**config.mk**
```make
export PLATFORM = sky130hd
export DESIGN_NAME = register_file
export DESIGN_NICKNAME = d
export VERILOG_FILES = /design/src/regfile_pkg.sv /design/src/operand_read_port.sv /design/src/writeback_merge.sv /design/src/gpr_bank.sv /design/src/register_file.sv
export SDC_FILE = /design/constraint.sdc
export NUM_CORES = 1
export LEC_CHECK = 0
export BUFFER_PORTS_ARGS = -buffer_cell sky130_fd_sc_hd__clkbuf_2
export CORE_ASPECT_RATIO = 0.75
export CORE_UTILIZATION = 50
export CTS_CLUSTER_SIZE = 16
export DETAILED_ROUTE_END_ITERATION = 8
export PLACE_DENSITY = 0.78
export SLEW_MARGIN = 20
export SYNTH_ARGS = -nofsm -noshare
export SYNTH_HDL_FRONTEND = slang
export SYNTH_SLANG_ARGS = --single-unit
```
**constraint.sdc**
```tcl
create_clock -name clk -period 2.2 [get_ports clk]
set_input_delay 0.44 -clock clk [delete_from_list [all_inputs] [get_ports clk]]
set_output_delay 0.44 -clock clk [all_outputs]
set_load 0.01 [all_outputs]
```
**src/regfile_pkg.sv**
```systemverilog
/*
 * Register file package
 * Widths, operand size codes, x86 register numbers, the register word
 * union and the port structs shared across the register file.
 */
`default_nettype none

package regfile_pkg;

    localparam int DATA_W    = 32;
    localparam int REG_COUNT = 8;
    localparam int REG_IDX_W = 3;

    // operand size codes, code 3 is reserved
    typedef enum logic [1:0] {
        SIZE_32   = 2'd0,
        SIZE_16   = 2'd1,
        SIZE_8    = 2'd2,
        SIZE_RSVD = 2'd3
    } op_size_e;

    // standard x86 encoding order
    localparam logic [REG_IDX_W-1:0] REG_EAX = 3'd0;
    localparam logic [REG_IDX_W-1:0] REG_ECX = 3'd1;
    localparam logic [REG_IDX_W-1:0] REG_EDX = 3'd2;
    localparam logic [REG_IDX_W-1:0] REG_EBX = 3'd3;
    localparam logic [REG_IDX_W-1:0] REG_ESP = 3'd4;
    localparam logic [REG_IDX_W-1:0] REG_EBP = 3'd5;
    localparam logic [REG_IDX_W-1:0] REG_ESI = 3'd6;
    localparam logic [REG_IDX_W-1:0] REG_EDI = 3'd7;

    // ----------------------------------------------------------
    // register word and state
    // ----------------------------------------------------------

    // upper half, then AH-style high byte, then AL-style low byte
    typedef struct packed {
        logic [15:0] upper;
        logic [7:0]  high;
        logic [7:0]  low;
    } reg_parts_t;

    typedef union packed {
        logic [DATA_W-1:0] dword;
        reg_parts_t        parts;
    } reg_word_u;

    typedef reg_word_u [REG_COUNT-1:0] reg_array_t;

    // ----------------------------------------------------------
    // port structs
    // ----------------------------------------------------------

    typedef struct packed {
        logic                 en;
        logic [REG_IDX_W-1:0] reg_num;
        op_size_e             size;
        logic [DATA_W-1:0]    data;
    } wb_req_t;

    // writeback already resolved to a physical register and full word
    typedef struct packed {
        logic                 en;
        logic [REG_IDX_W-1:0] idx;
        logic [DATA_W-1:0]    data;
    } gpr_write_t;

    typedef struct packed {
        logic              esi_en;
        logic [DATA_W-1:0] esi_data;
        logic              edi_en;
        logic [DATA_W-1:0] edi_data;
    } str_load_t;

    typedef struct packed {
        logic              en;
        logic [DATA_W-1:0] data;
    } esp_write_t;

endpackage

`default_nettype wire

```
**src/operand_read_port.sv**
```systemverilog
/*
 * Operand read port
 * Sized read of one register, with the 8-bit AH/CH/DH/BH aliases
 * mapped onto the high bytes of registers 0 to 3.
 */
`timescale 1ns/1ps
`default_nettype none

module operand_read_port (
    input  regfile_pkg::reg_array_t            state,
    input  logic [regfile_pkg::REG_IDX_W-1:0]  reg_num,
    input  regfile_pkg::op_size_e              size,
    output logic [regfile_pkg::DATA_W-1:0]     value
);

    regfile_pkg::reg_word_u sel_word;
    regfile_pkg::reg_word_u byte_word;
    logic                   high_alias;

    // at 8-bit size codes 4..7 name the high byte of registers 0..3
    assign high_alias = reg_num[2];
    assign sel_word   = state[reg_num];
    assign byte_word  = state[{1'b0, reg_num[1:0]}];

    always_comb begin
        // zero extension by default, reserved size reads as zero
        value = '0;
        case (size)
            regfile_pkg::SIZE_32: begin
                value = sel_word.dword;
            end
            regfile_pkg::SIZE_16: begin
                value[15:0] = {sel_word.parts.high, sel_word.parts.low};
            end
            regfile_pkg::SIZE_8: begin
                if (high_alias) begin
                    value[7:0] = byte_word.parts.high;
                end else begin
                    value[7:0] = byte_word.parts.low;
                end
            end
            default: begin
                value = '0;
            end
        endcase
    end

endmodule

`default_nettype wire

```
**src/writeback_merge.sv**
```systemverilog
/*
 * Writeback merge
 * Resolves the physical target of a sized writeback and overlays the
 * data field onto the old register word, keeping the untouched bits.
 */
`timescale 1ns/1ps
`default_nettype none

module writeback_merge (
    input  regfile_pkg::reg_array_t  state,
    input  regfile_pkg::wb_req_t     req,
    output regfile_pkg::gpr_write_t  wr
);

    logic [regfile_pkg::REG_IDX_W-1:0] target;
    logic                              size_ok;
    regfile_pkg::reg_word_u            old_word;
    regfile_pkg::reg_word_u            new_word;

    // ----------------------------------------------------------
    // target select
    // ----------------------------------------------------------

    // byte writes to codes 4..7 land in registers 0..3
    always_comb begin
        target = req.reg_num;
        if (req.size == regfile_pkg::SIZE_8) begin
            target = {1'b0, req.reg_num[1:0]};
        end
    end

    assign old_word = state[target];
    assign size_ok  = (req.size != regfile_pkg::SIZE_RSVD);

    // ----------------------------------------------------------
    // field overlay
    // ----------------------------------------------------------

    always_comb begin
        new_word = old_word;
        case (req.size)
            regfile_pkg::SIZE_32: begin
                new_word.dword = req.data;
            end
            regfile_pkg::SIZE_16: begin
                {new_word.parts.high, new_word.parts.low} = req.data[15:0];
            end
            regfile_pkg::SIZE_8: begin
                // high byte alias keeps AL intact and vice versa
                if (req.reg_num[2]) begin
                    new_word.parts.high = req.data[7:0];
                end else begin
                    new_word.parts.low = req.data[7:0];
                end
            end
            default: begin
                new_word = old_word;
            end
        endcase
    end

    always_comb begin
        wr.en   = req.en && size_ok;
        wr.idx  = target;
        wr.data = new_word.dword;
    end

endmodule

`default_nettype wire

```
**src/gpr_bank.sv**
```systemverilog
/*
 * General purpose register bank
 * Eight 32-bit registers cleared on reset, loaded from the merged
 * writeback, the string pointer loads and the stack pointer write.
 */
`timescale 1ns/1ps
`default_nettype none

module gpr_bank (
    input  logic                     clk,
    input  logic                     arst_n,
    input  regfile_pkg::gpr_write_t  wr,
    input  regfile_pkg::str_load_t   str_load,
    input  regfile_pkg::esp_write_t  esp_write,
    output regfile_pkg::reg_array_t  state
);

    regfile_pkg::reg_array_t             regs;
    regfile_pkg::reg_array_t             regs_next;
    logic [regfile_pkg::REG_COUNT-1:0]   wb_hit;

    // ----------------------------------------------------------
    // next state with load priorities
    // ----------------------------------------------------------

    always_comb begin
        regs_next = regs;

        // one-hot decode of the writeback target
        for (int i = 0; i < regfile_pkg::REG_COUNT; i++) begin
            wb_hit[i] = wr.en && (wr.idx == regfile_pkg::REG_IDX_W'(i));
            if (wb_hit[i]) begin
                regs_next[i].dword = wr.data;
            end
        end

        // stack write yields to a writeback on ESP
        if (esp_write.en && !wb_hit[regfile_pkg::REG_ESP]) begin
            regs_next[regfile_pkg::REG_ESP].dword = esp_write.data;
        end

        // string pointer loads override any writeback
        if (str_load.esi_en) begin
            regs_next[regfile_pkg::REG_ESI].dword = str_load.esi_data;
        end
        if (str_load.edi_en) begin
            regs_next[regfile_pkg::REG_EDI].dword = str_load.edi_data;
        end
    end

    // ----------------------------------------------------------
    // storage
    // ----------------------------------------------------------

    always_ff @(posedge clk or negedge arst_n) begin
        if (!arst_n) begin
            regs <= '0;
        end else begin
            regs <= regs_next;
        end
    end

    assign state = regs;

endmodule

`default_nettype wire

```
**src/register_file.sv**
```systemverilog
/*
 * x86 general purpose register file
 * Two sized operand reads, two full-width SIB reads, one merging
 * writeback port plus direct ESI/EDI and ESP updates.
 */
`timescale 1ns/1ps
`default_nettype none

module register_file (
    input  logic                               clk,
    input  logic                               arst_n,
    input  regfile_pkg::op_size_e              register_size,
    input  logic [regfile_pkg::REG_IDX_W-1:0]  op_1,
    input  logic [regfile_pkg::REG_IDX_W-1:0]  op_2,
    input  logic [regfile_pkg::REG_IDX_W-1:0]  sib_base_reg,
    input  logic [regfile_pkg::REG_IDX_W-1:0]  sib_index_reg,
    input  regfile_pkg::wb_req_t               writeback,
    input  regfile_pkg::str_load_t             str_load,
    input  regfile_pkg::esp_write_t            esp_write,
    output logic [regfile_pkg::DATA_W-1:0]     op_1_value,
    output logic [regfile_pkg::DATA_W-1:0]     op_2_value,
    output logic [regfile_pkg::DATA_W-1:0]     sib_base_value,
    output logic [regfile_pkg::DATA_W-1:0]     sib_index_value,
    output regfile_pkg::reg_array_t            gpr_state
);

    regfile_pkg::reg_array_t   state;
    regfile_pkg::gpr_write_t   bank_wr;

    // ----------------------------------------------------------
    // operand reads, both share one size
    // ----------------------------------------------------------

    operand_read_port u_op1_read (
        .state   (state),
        .reg_num (op_1),
        .size    (register_size),
        .value   (op_1_value)
    );

    operand_read_port u_op2_read (
        .state   (state),
        .reg_num (op_2),
        .size    (register_size),
        .value   (op_2_value)
    );

    // SIB base and index are always full width
    assign sib_base_value  = state[sib_base_reg].dword;
    assign sib_index_value = state[sib_index_reg].dword;

    // ----------------------------------------------------------
    // writeback path and storage
    // ----------------------------------------------------------

    writeback_merge u_wb_merge (
        .state (state),
        .req   (writeback),
        .wr    (bank_wr)
    );

    gpr_bank u_bank (
        .clk       (clk),
        .arst_n    (arst_n),
        .wr        (bank_wr),
        .str_load  (str_load),
        .esp_write (esp_write),
        .state     (state)
    );

    assign gpr_state = state;

endmodule

`default_nettype wire

```
==> results.cfg, run 1 <==
[logic_synthesis]
synth_edf_count = 0
avgSynthCellArea_um2 = 12.1
synthFlopType = dfrtp_1
netlist_area_um2 = 21300
synth_commonest_cells = mux4_2 (307), dfrtp_1 (256), nand2_1 (195), clkbuf_1 (130), mux2_2 (116)
post-synth-top-area-cell = mux4_2
netlist_instances = 1766
ys_async_sr_fraction = 1.00
yosys_warnings = 0
syn-num-nets = 1919
synth.area.top_cells = mux4_2 (32%), dfrtp_1 (30%), mux2_2 (6.1%), mux2i_1 (3.8%), nand2_1 (3.4%)
yosysSeqAreaShare = 0.300
synthMostInstantiatedCell = mux4_2
yosysTopAreaCellShare = 0.324
ys_types = 49
ys_seq_elements = 256

[timing]
period_minus_slack_ns = 2.55
maxSlewViolCount = 0
finalHoldWorstSlack_ns = 0.0679
rsz0062_at_grt = true
worst_pin_slew_ns = 0.989
slew_headroom = 0.336
hold_violations = 0
setup_viol = 128
fin_ws_ns = -0.347
finalCritPeriodShare = 1.16
fin_skew_ns = 0.0176
fmax_mhz = 393

[finish]
largest_reg_flops = 256
layout.nets = 2585
nFillCells = 2944
drive_gt1_frac = 0.664
final_core_util = 0.688
area_growth_pct = 35.6

[floorplan]
pin_count = 537
die_w_um = 241
rows = 65
core_um2 = 42000
die_area_um2 = 43500
start_util = 0.507
die_y_um = 181

[clock_tree]
clock_latency_ns = 0.58
clk_path_buf_depth = 3
clock_sinks = 256
htreeDepth = 1
numCtsBuffers = 29
tritoncts = yes
clk_pin_slew_ns = 0.06
cts_root_buffer = clkbuf_16

[drt]
vias_per_cell = 7.15
firstDrtPassIters = 8
drt_iter0_markers = 2928
drc = 0
wl_per_cell_um = 30.1
final_antenna_net_count = 0
drt_wl_total_um = 91100
vias = 21666

[setup_path]
path_cells = mux4_2 -> mux2i_1 -> a21oi_2 -> clkbuf_2
worstPathArrival_ns = 2.11
worst_setup_path_start_kind = flip-flop
cpMaxStageDelayCell = mux4_2
cpPeakStageDelay_ns = 0.62
crit_type = reg2out
cp-end-kind = primary output
critPathMaxFanout = 7
required_ns = 1.76

[placement]
hpwl_um = 60300
gp_routability_congestion = 0.972
port_buffers = 536

[power_and_ir_drop]
p_leak_uw = 0.0127
p_per_area_nw_per_um2 = 813
irDropWorstVdd_v = 0.000609

[global_route]
grt_pass1_vias = 21241
antenna_found_initial = 10
grt_use_total = 0.407
grt.overflow.total = 0
grt_pass1_wl_um = 132000
grt_max_degree = 66

[job]
maxCapViolCount = 0

[min_path]
hp-class = in2reg

[status]
violations = negative setup slack
outcome = finished with violations
==> per-stage QoR <==
stage	instance area [um^2]	setup slack (ns)	TNS, ns	total power (uW)	cells
global route	28900	-0.373	-26.60	24300	3027
global placement	25700	-0.190	-5.00	16100	2815
CTS	28200	-0.311	-22.01	22500	2986
detailed placement	25700	-0.178	-7.77	16500	2815
floorplan	21400	0.0246	0	12600	1766
finish	28900	-0.347	-23.00	23500	3029
==> layer usage <==
| metal | up-vias | global-route usage | wire, um |
|---|---|---|---|
| li1 | 8349 | - | - |
| met2 | 2169 | 0.603 | 40800 |
| met5 | - | 0 | 63 |
| met3 | 481 | 0.140 | 13400 |
| met1 | 10659 | 0.528 | 31200 |
| met4 | 8 | 0.217 | 5580 |
==> layout make-up <==
class | instances | area, um^2 | share of cell area
diodes | 8 | 20.0 | 0.000692
clock buffers | 39 | 813 | 0.0281
clock inverters | 12 | 121 | 0.00419
inverters | 8 | 30.0 | 0.00104
multi-input cells | 1310 | 14400 | 0.499
flip-flops and latches | 256 | 6670 | 0.231
well taps | 569 | 712 | 0.0246
repair buffers | 827 | 6120 | 0.212
==> kinds of logic (layout without fill, tap and decap cells) <==
kind of cell / Yosys count / count (layout) / synth area share
flip-flops: 256 / 256 / 0.300
buffers and inverters: 200 / 886 / 0.0428
multiplexers: 518 / 518 / 0.440
AND/OR/NAND/NOR: 401 / 401 / 0.0889
other: 0 / 8 / 0
AO/OA/AOI/OAI: 391 / 391 / 0.128
==> where the power goes <==
| group | internal [uW] | total, uW | switching [uW] | leakage (uW) |
|---|---|---|---|---|
| clock network | 2810 | 4920 | 2110 | 0.000456 |
| registers | 5860 | 7860 | 2010 | 0.00292 |
| logic | 5910 | 10800 | 4840 | 0.00929 |
| total | 14600 | 23500 | 8960 | 0.0127 |
==> path summary, 6_finish.rpt <==
path,start,end,slack [ns],cells past startpoint
setup / recovery,u_bank.state[45]$_DFFE_PN0P_,op_2_value[5],-0.35,4
hold / removal,str_load[12],u_bank.state[236]$_DFFE_PN0P_,0.07,3
setup reg to reg,u_bank.state[250]$_DFFE_PN0P_,u_bank.state[90]$_DFFE_PN0P_,0.20,5
hold reg to reg,u_bank.state[72]$_DFFE_PN0P_,u_bank.state[72]$_DFFE_PN0P_,0.56,2
max in group asynchronous,arst_n,u_bank.state[121]$_DFFE_PN0P_,1.07,3
min in group asynchronous,arst_n,u_bank.state[146]$_DFFE_PN0P_,0.45,2
==> worst max-delay path, delay by kind of cell (launching register included) <==
family | cells | cell delay (ns)
buf+inv | 1 | 0.14
compound gates | 1 | 0.08
mux | 2 | 0.84
flops | 1 | 0.46
==> placed cells by master, fill, tap and decap left out, drive strengths merged, types with 22 or more instances in the layout <==
cell / Yosys / layout
dfrtp: 256 / 256
a22oi: 32 / 32
o22ai: 22 / 22
a21oi: 71 / 71
o41ai: 32 / 32
clkbuf: 130 / 510
nor2: 71 / 71
nand2: 195 / 195
nor2b: 53 / 53
mux2: 116 / 116
mux4: 320 / 320
o21ai: 152 / 152
buf: 62 / 354
mux2i: 82 / 82
==> repair_timing <==
item,CTS,global route
setup endpoints to repair,128,128
gates resized for setup,287,168
hold buffers,1,0
pin swaps,35,12
buffers inserted,117,35
endpoints found under the hold margin,56,0
gates cloned,2,0
Power figures use the tool's default switching activity.
==> inputs of run 2 (changes only) <==
--- a/config.mk
+++ b/config.mk
@@ -7,6 +7,7 @@
 export LEC_CHECK = 0
 export BUFFER_PORTS_ARGS = -buffer_cell sky130_fd_sc_hd__clkbuf_2
 export CORE_ASPECT_RATIO = 0.75
+export CORE_MARGIN = 4
 export CORE_UTILIZATION = 50
 export CTS_CLUSTER_SIZE = 16
 export DETAILED_ROUTE_END_ITERATION = 8
==> run 2 against run 1 <==
Compared with the run above:
- the flow still finishes with violations (negative setup slack)
- hold slack better by 0.023 ns
- first-iteration DRC count down 2.9%
- maximum frequency up 1.2%
- critical path depth is 1 higher
- register-to-register slack worse by 0.13 ns
- sequential power about the same
- setup slack improved by 0.031 ns
- combinational power about the same
- final area shrank 0.83%
- utilization decreased by 0.71 points
- non-clock buffer count decreased by 17
- largest cell class unchanged
==> results.cfg, run 2 (same netlist as run 1, synthesis figures left out) <==
[clock_tree]
htreeDepth = 1
clk_pin_slew_ns = 0.07
clock_latency_ns = 0.57
numCtsBuffers = 28
tritoncts = yes
clk_path_buf_depth = 3
cts_root_buffer = clkbuf_16
clock_sinks = 256

[global_route]
grt_util_met2 = 0.573
grt.met1_usage = 0.511
grt_pass1_vias = 21311
antenna_found_initial = 8
grt_pass1_wl_um = 133000
use_met3 = 0.105
busiest_layer = met2
grt_max_degree = 81
grt_use_total = 0.376
grt.overflow.total = 0

[timing]
period_minus_slack_ns = 2.52
worst_pin_slew_ns = 0.735
rsz0062_at_grt = true
finalCritPeriodShare = 1.14
slew_headroom = 0.510
fin_ws_ns = -0.316
hold_violations = 0
fin_skew_ns = 0.0128
fmax_mhz = 398
maxSlewViolCount = 0
setup_viol = 128

[finish]
layout.nets = 2567
final_core_util = 0.681
area_growth_pct = 34.5
final_common_cell = clkbuf_2
fin_area_um2 = 28700
largest_reg_flops = 256
nFillCells = 2962
layout_common_cells = clkbuf_2 (463), mux4_2 (307), buf_4 (209)
drive_gt1_frac = 0.661
fin_cells = 3011

[power_and_ir_drop]
p_sw_frac = 0.381
p_per_area_nw_per_um2 = 805
combinationalPowerShare = 0.462
seqPwrFrac = 0.340
power.total_uw = 23100
irDropWorstVdd_v = 0.000749
p_switching_uw = 8800
clock_power_share = 0.199
p_int_uw = 14300
p_leak_uw = 0.0125

[min_path]
hp-class = in2reg
holdPathStages = 3

[floorplan]
die_y_um = 187
core_um2 = 42100
die_area_um2 = 46100
die_w_um = 247
rows = 65
start_util = 0.506
pin_count = 537

[placement]
port_buffers = 536
place_inst = 2811
hpwl_um = 60400
placed_area_um2 = 25600
gp_routability_congestion = 0.967

[job]
maxCapViolCount = 0

[status]
outcome = finished with violations
violations = negative setup slack

[setup_path]
cp-end-kind = primary output
required_ns = 1.76
critPathMaxFanout = 4
rr_worst_depth = 6
crit_type = reg2out
worst_setup_path_start_kind = flip-flop
worstPathArrival_ns = 2.08

[drt]
vias_per_cell = 7.08
vias = 21314
drt_iter0_markers = 2842
drt_wl_total_um = 90300
wl_per_cell_um = 30.0
drc = 0
final_antenna_net_count = 0
firstDrtPassIters = 8
run 2: cell count changes in the layout (fill, tap and decap cells not counted), moves of 3 or more:
cell,change
buf_4,-9
clkbuf_2,-8
buf_2,+6
mux2_2,-6
mux2_4,+6
dfrtp_1,+5
dfrtp_2,-5
buf_12,-4
clkbuf_1,+4
o22ai_1,-4
o22ai_2,+4
buf_16,-3
run 2: worst paths after layout:
kind,startpoint,to,slack [ns]
setup / recovery,u_bank.state[106]$_DFFE_PN0P_,op_1_value[2],-0.32
hold reg to reg,u_bank.state[74]$_DFFE_PN0P_,u_bank.state[74]$_DFFE_PN0P_,0.56
min in group asynchronous,arst_n,u_bank.state[17]$_DFFE_PN0P_,0.45
setup reg to reg,u_bank.state[252]$_DFFE_PN0P_,u_bank.state[28]$_DFFE_PN0P_,0.07
hold / removal,str_load[38],u_bank.state[197]$_DFFE_PN0P_,0.09
max in group asynchronous,arst_n,u_bank.state[143]$_DFFE_PN0P_,0.92
run 2: cell type report:
| cell class | instances | area (um^2) | area share |
|---|---|---|---|
| diodes | 8 | 20.0 | 0.000698 |
| clock buffers | 43 | 828 | 0.0289 |
| clock inverters | 7 | 40.0 | 0.00140 |
| inverters | 8 | 30.0 | 0.00105 |
| multi-input cells | 1310 | 14500 | 0.505 |
| flip-flops and latches | 256 | 6670 | 0.232 |
| well taps | 569 | 712 | 0.0248 |
| repair buffers | 810 | 5900 | 0.206 |
run 2: per-stage QoR:
stage,hold slack (ns),setup TNS [ns],setup WS (ns)
2_1_floorplan,0.144,0,0.0246
3_3_place_gp,0.445,-4.24,-0.212
3_5_place_dp,0.454,-8.13,-0.157
4_1_cts,0.0629,-20.15,-0.296
5_1_grt,0.0850,-25.41,-0.380
6_report,0.0913,-20.63,-0.316
run 2: power by group through the flow:
stage	Clock [uW]	Combinational, uW	Sequential, uW
5_1_grt	4820	11200	7950
6_report	4590	10700	7850
2_1_floorplan	0	5170	7410
3_5_place_dp	0	8730	7720
3_3_place_gp	0	8520	7570
4_1_cts	4630	9750	7680
run 2: per-layer routing:
metal | up-vias | routed length (um) | share of wire
met5 | - | 0 | 0
met4 | 0 | 4900 | 0.054
met3 | 433 | 12800 | 0.14
met2 | 2107 | 40900 | 0.45
met1 | 10458 | 31700 | 0.35
li1 | 8316 | - | -
run 2: timing repair:
action	4_1_cts	5_1_grt
gates resized for setup	273	188
hold endpoints to repair	58	0
pin swaps	48	19
buffers inserted	105	34
hold buffers	1	0
endpoints found under the setup margin	128	128
cloned	1	1
run 2: critical path, stage by stage (launching register included):
cell,delay [ns]
dfrtp_1,0.42
mux4_2,0.57
o21bai_1,0.16
buf_4,0.16
a21oi_4,0.07
buf_6,0.14
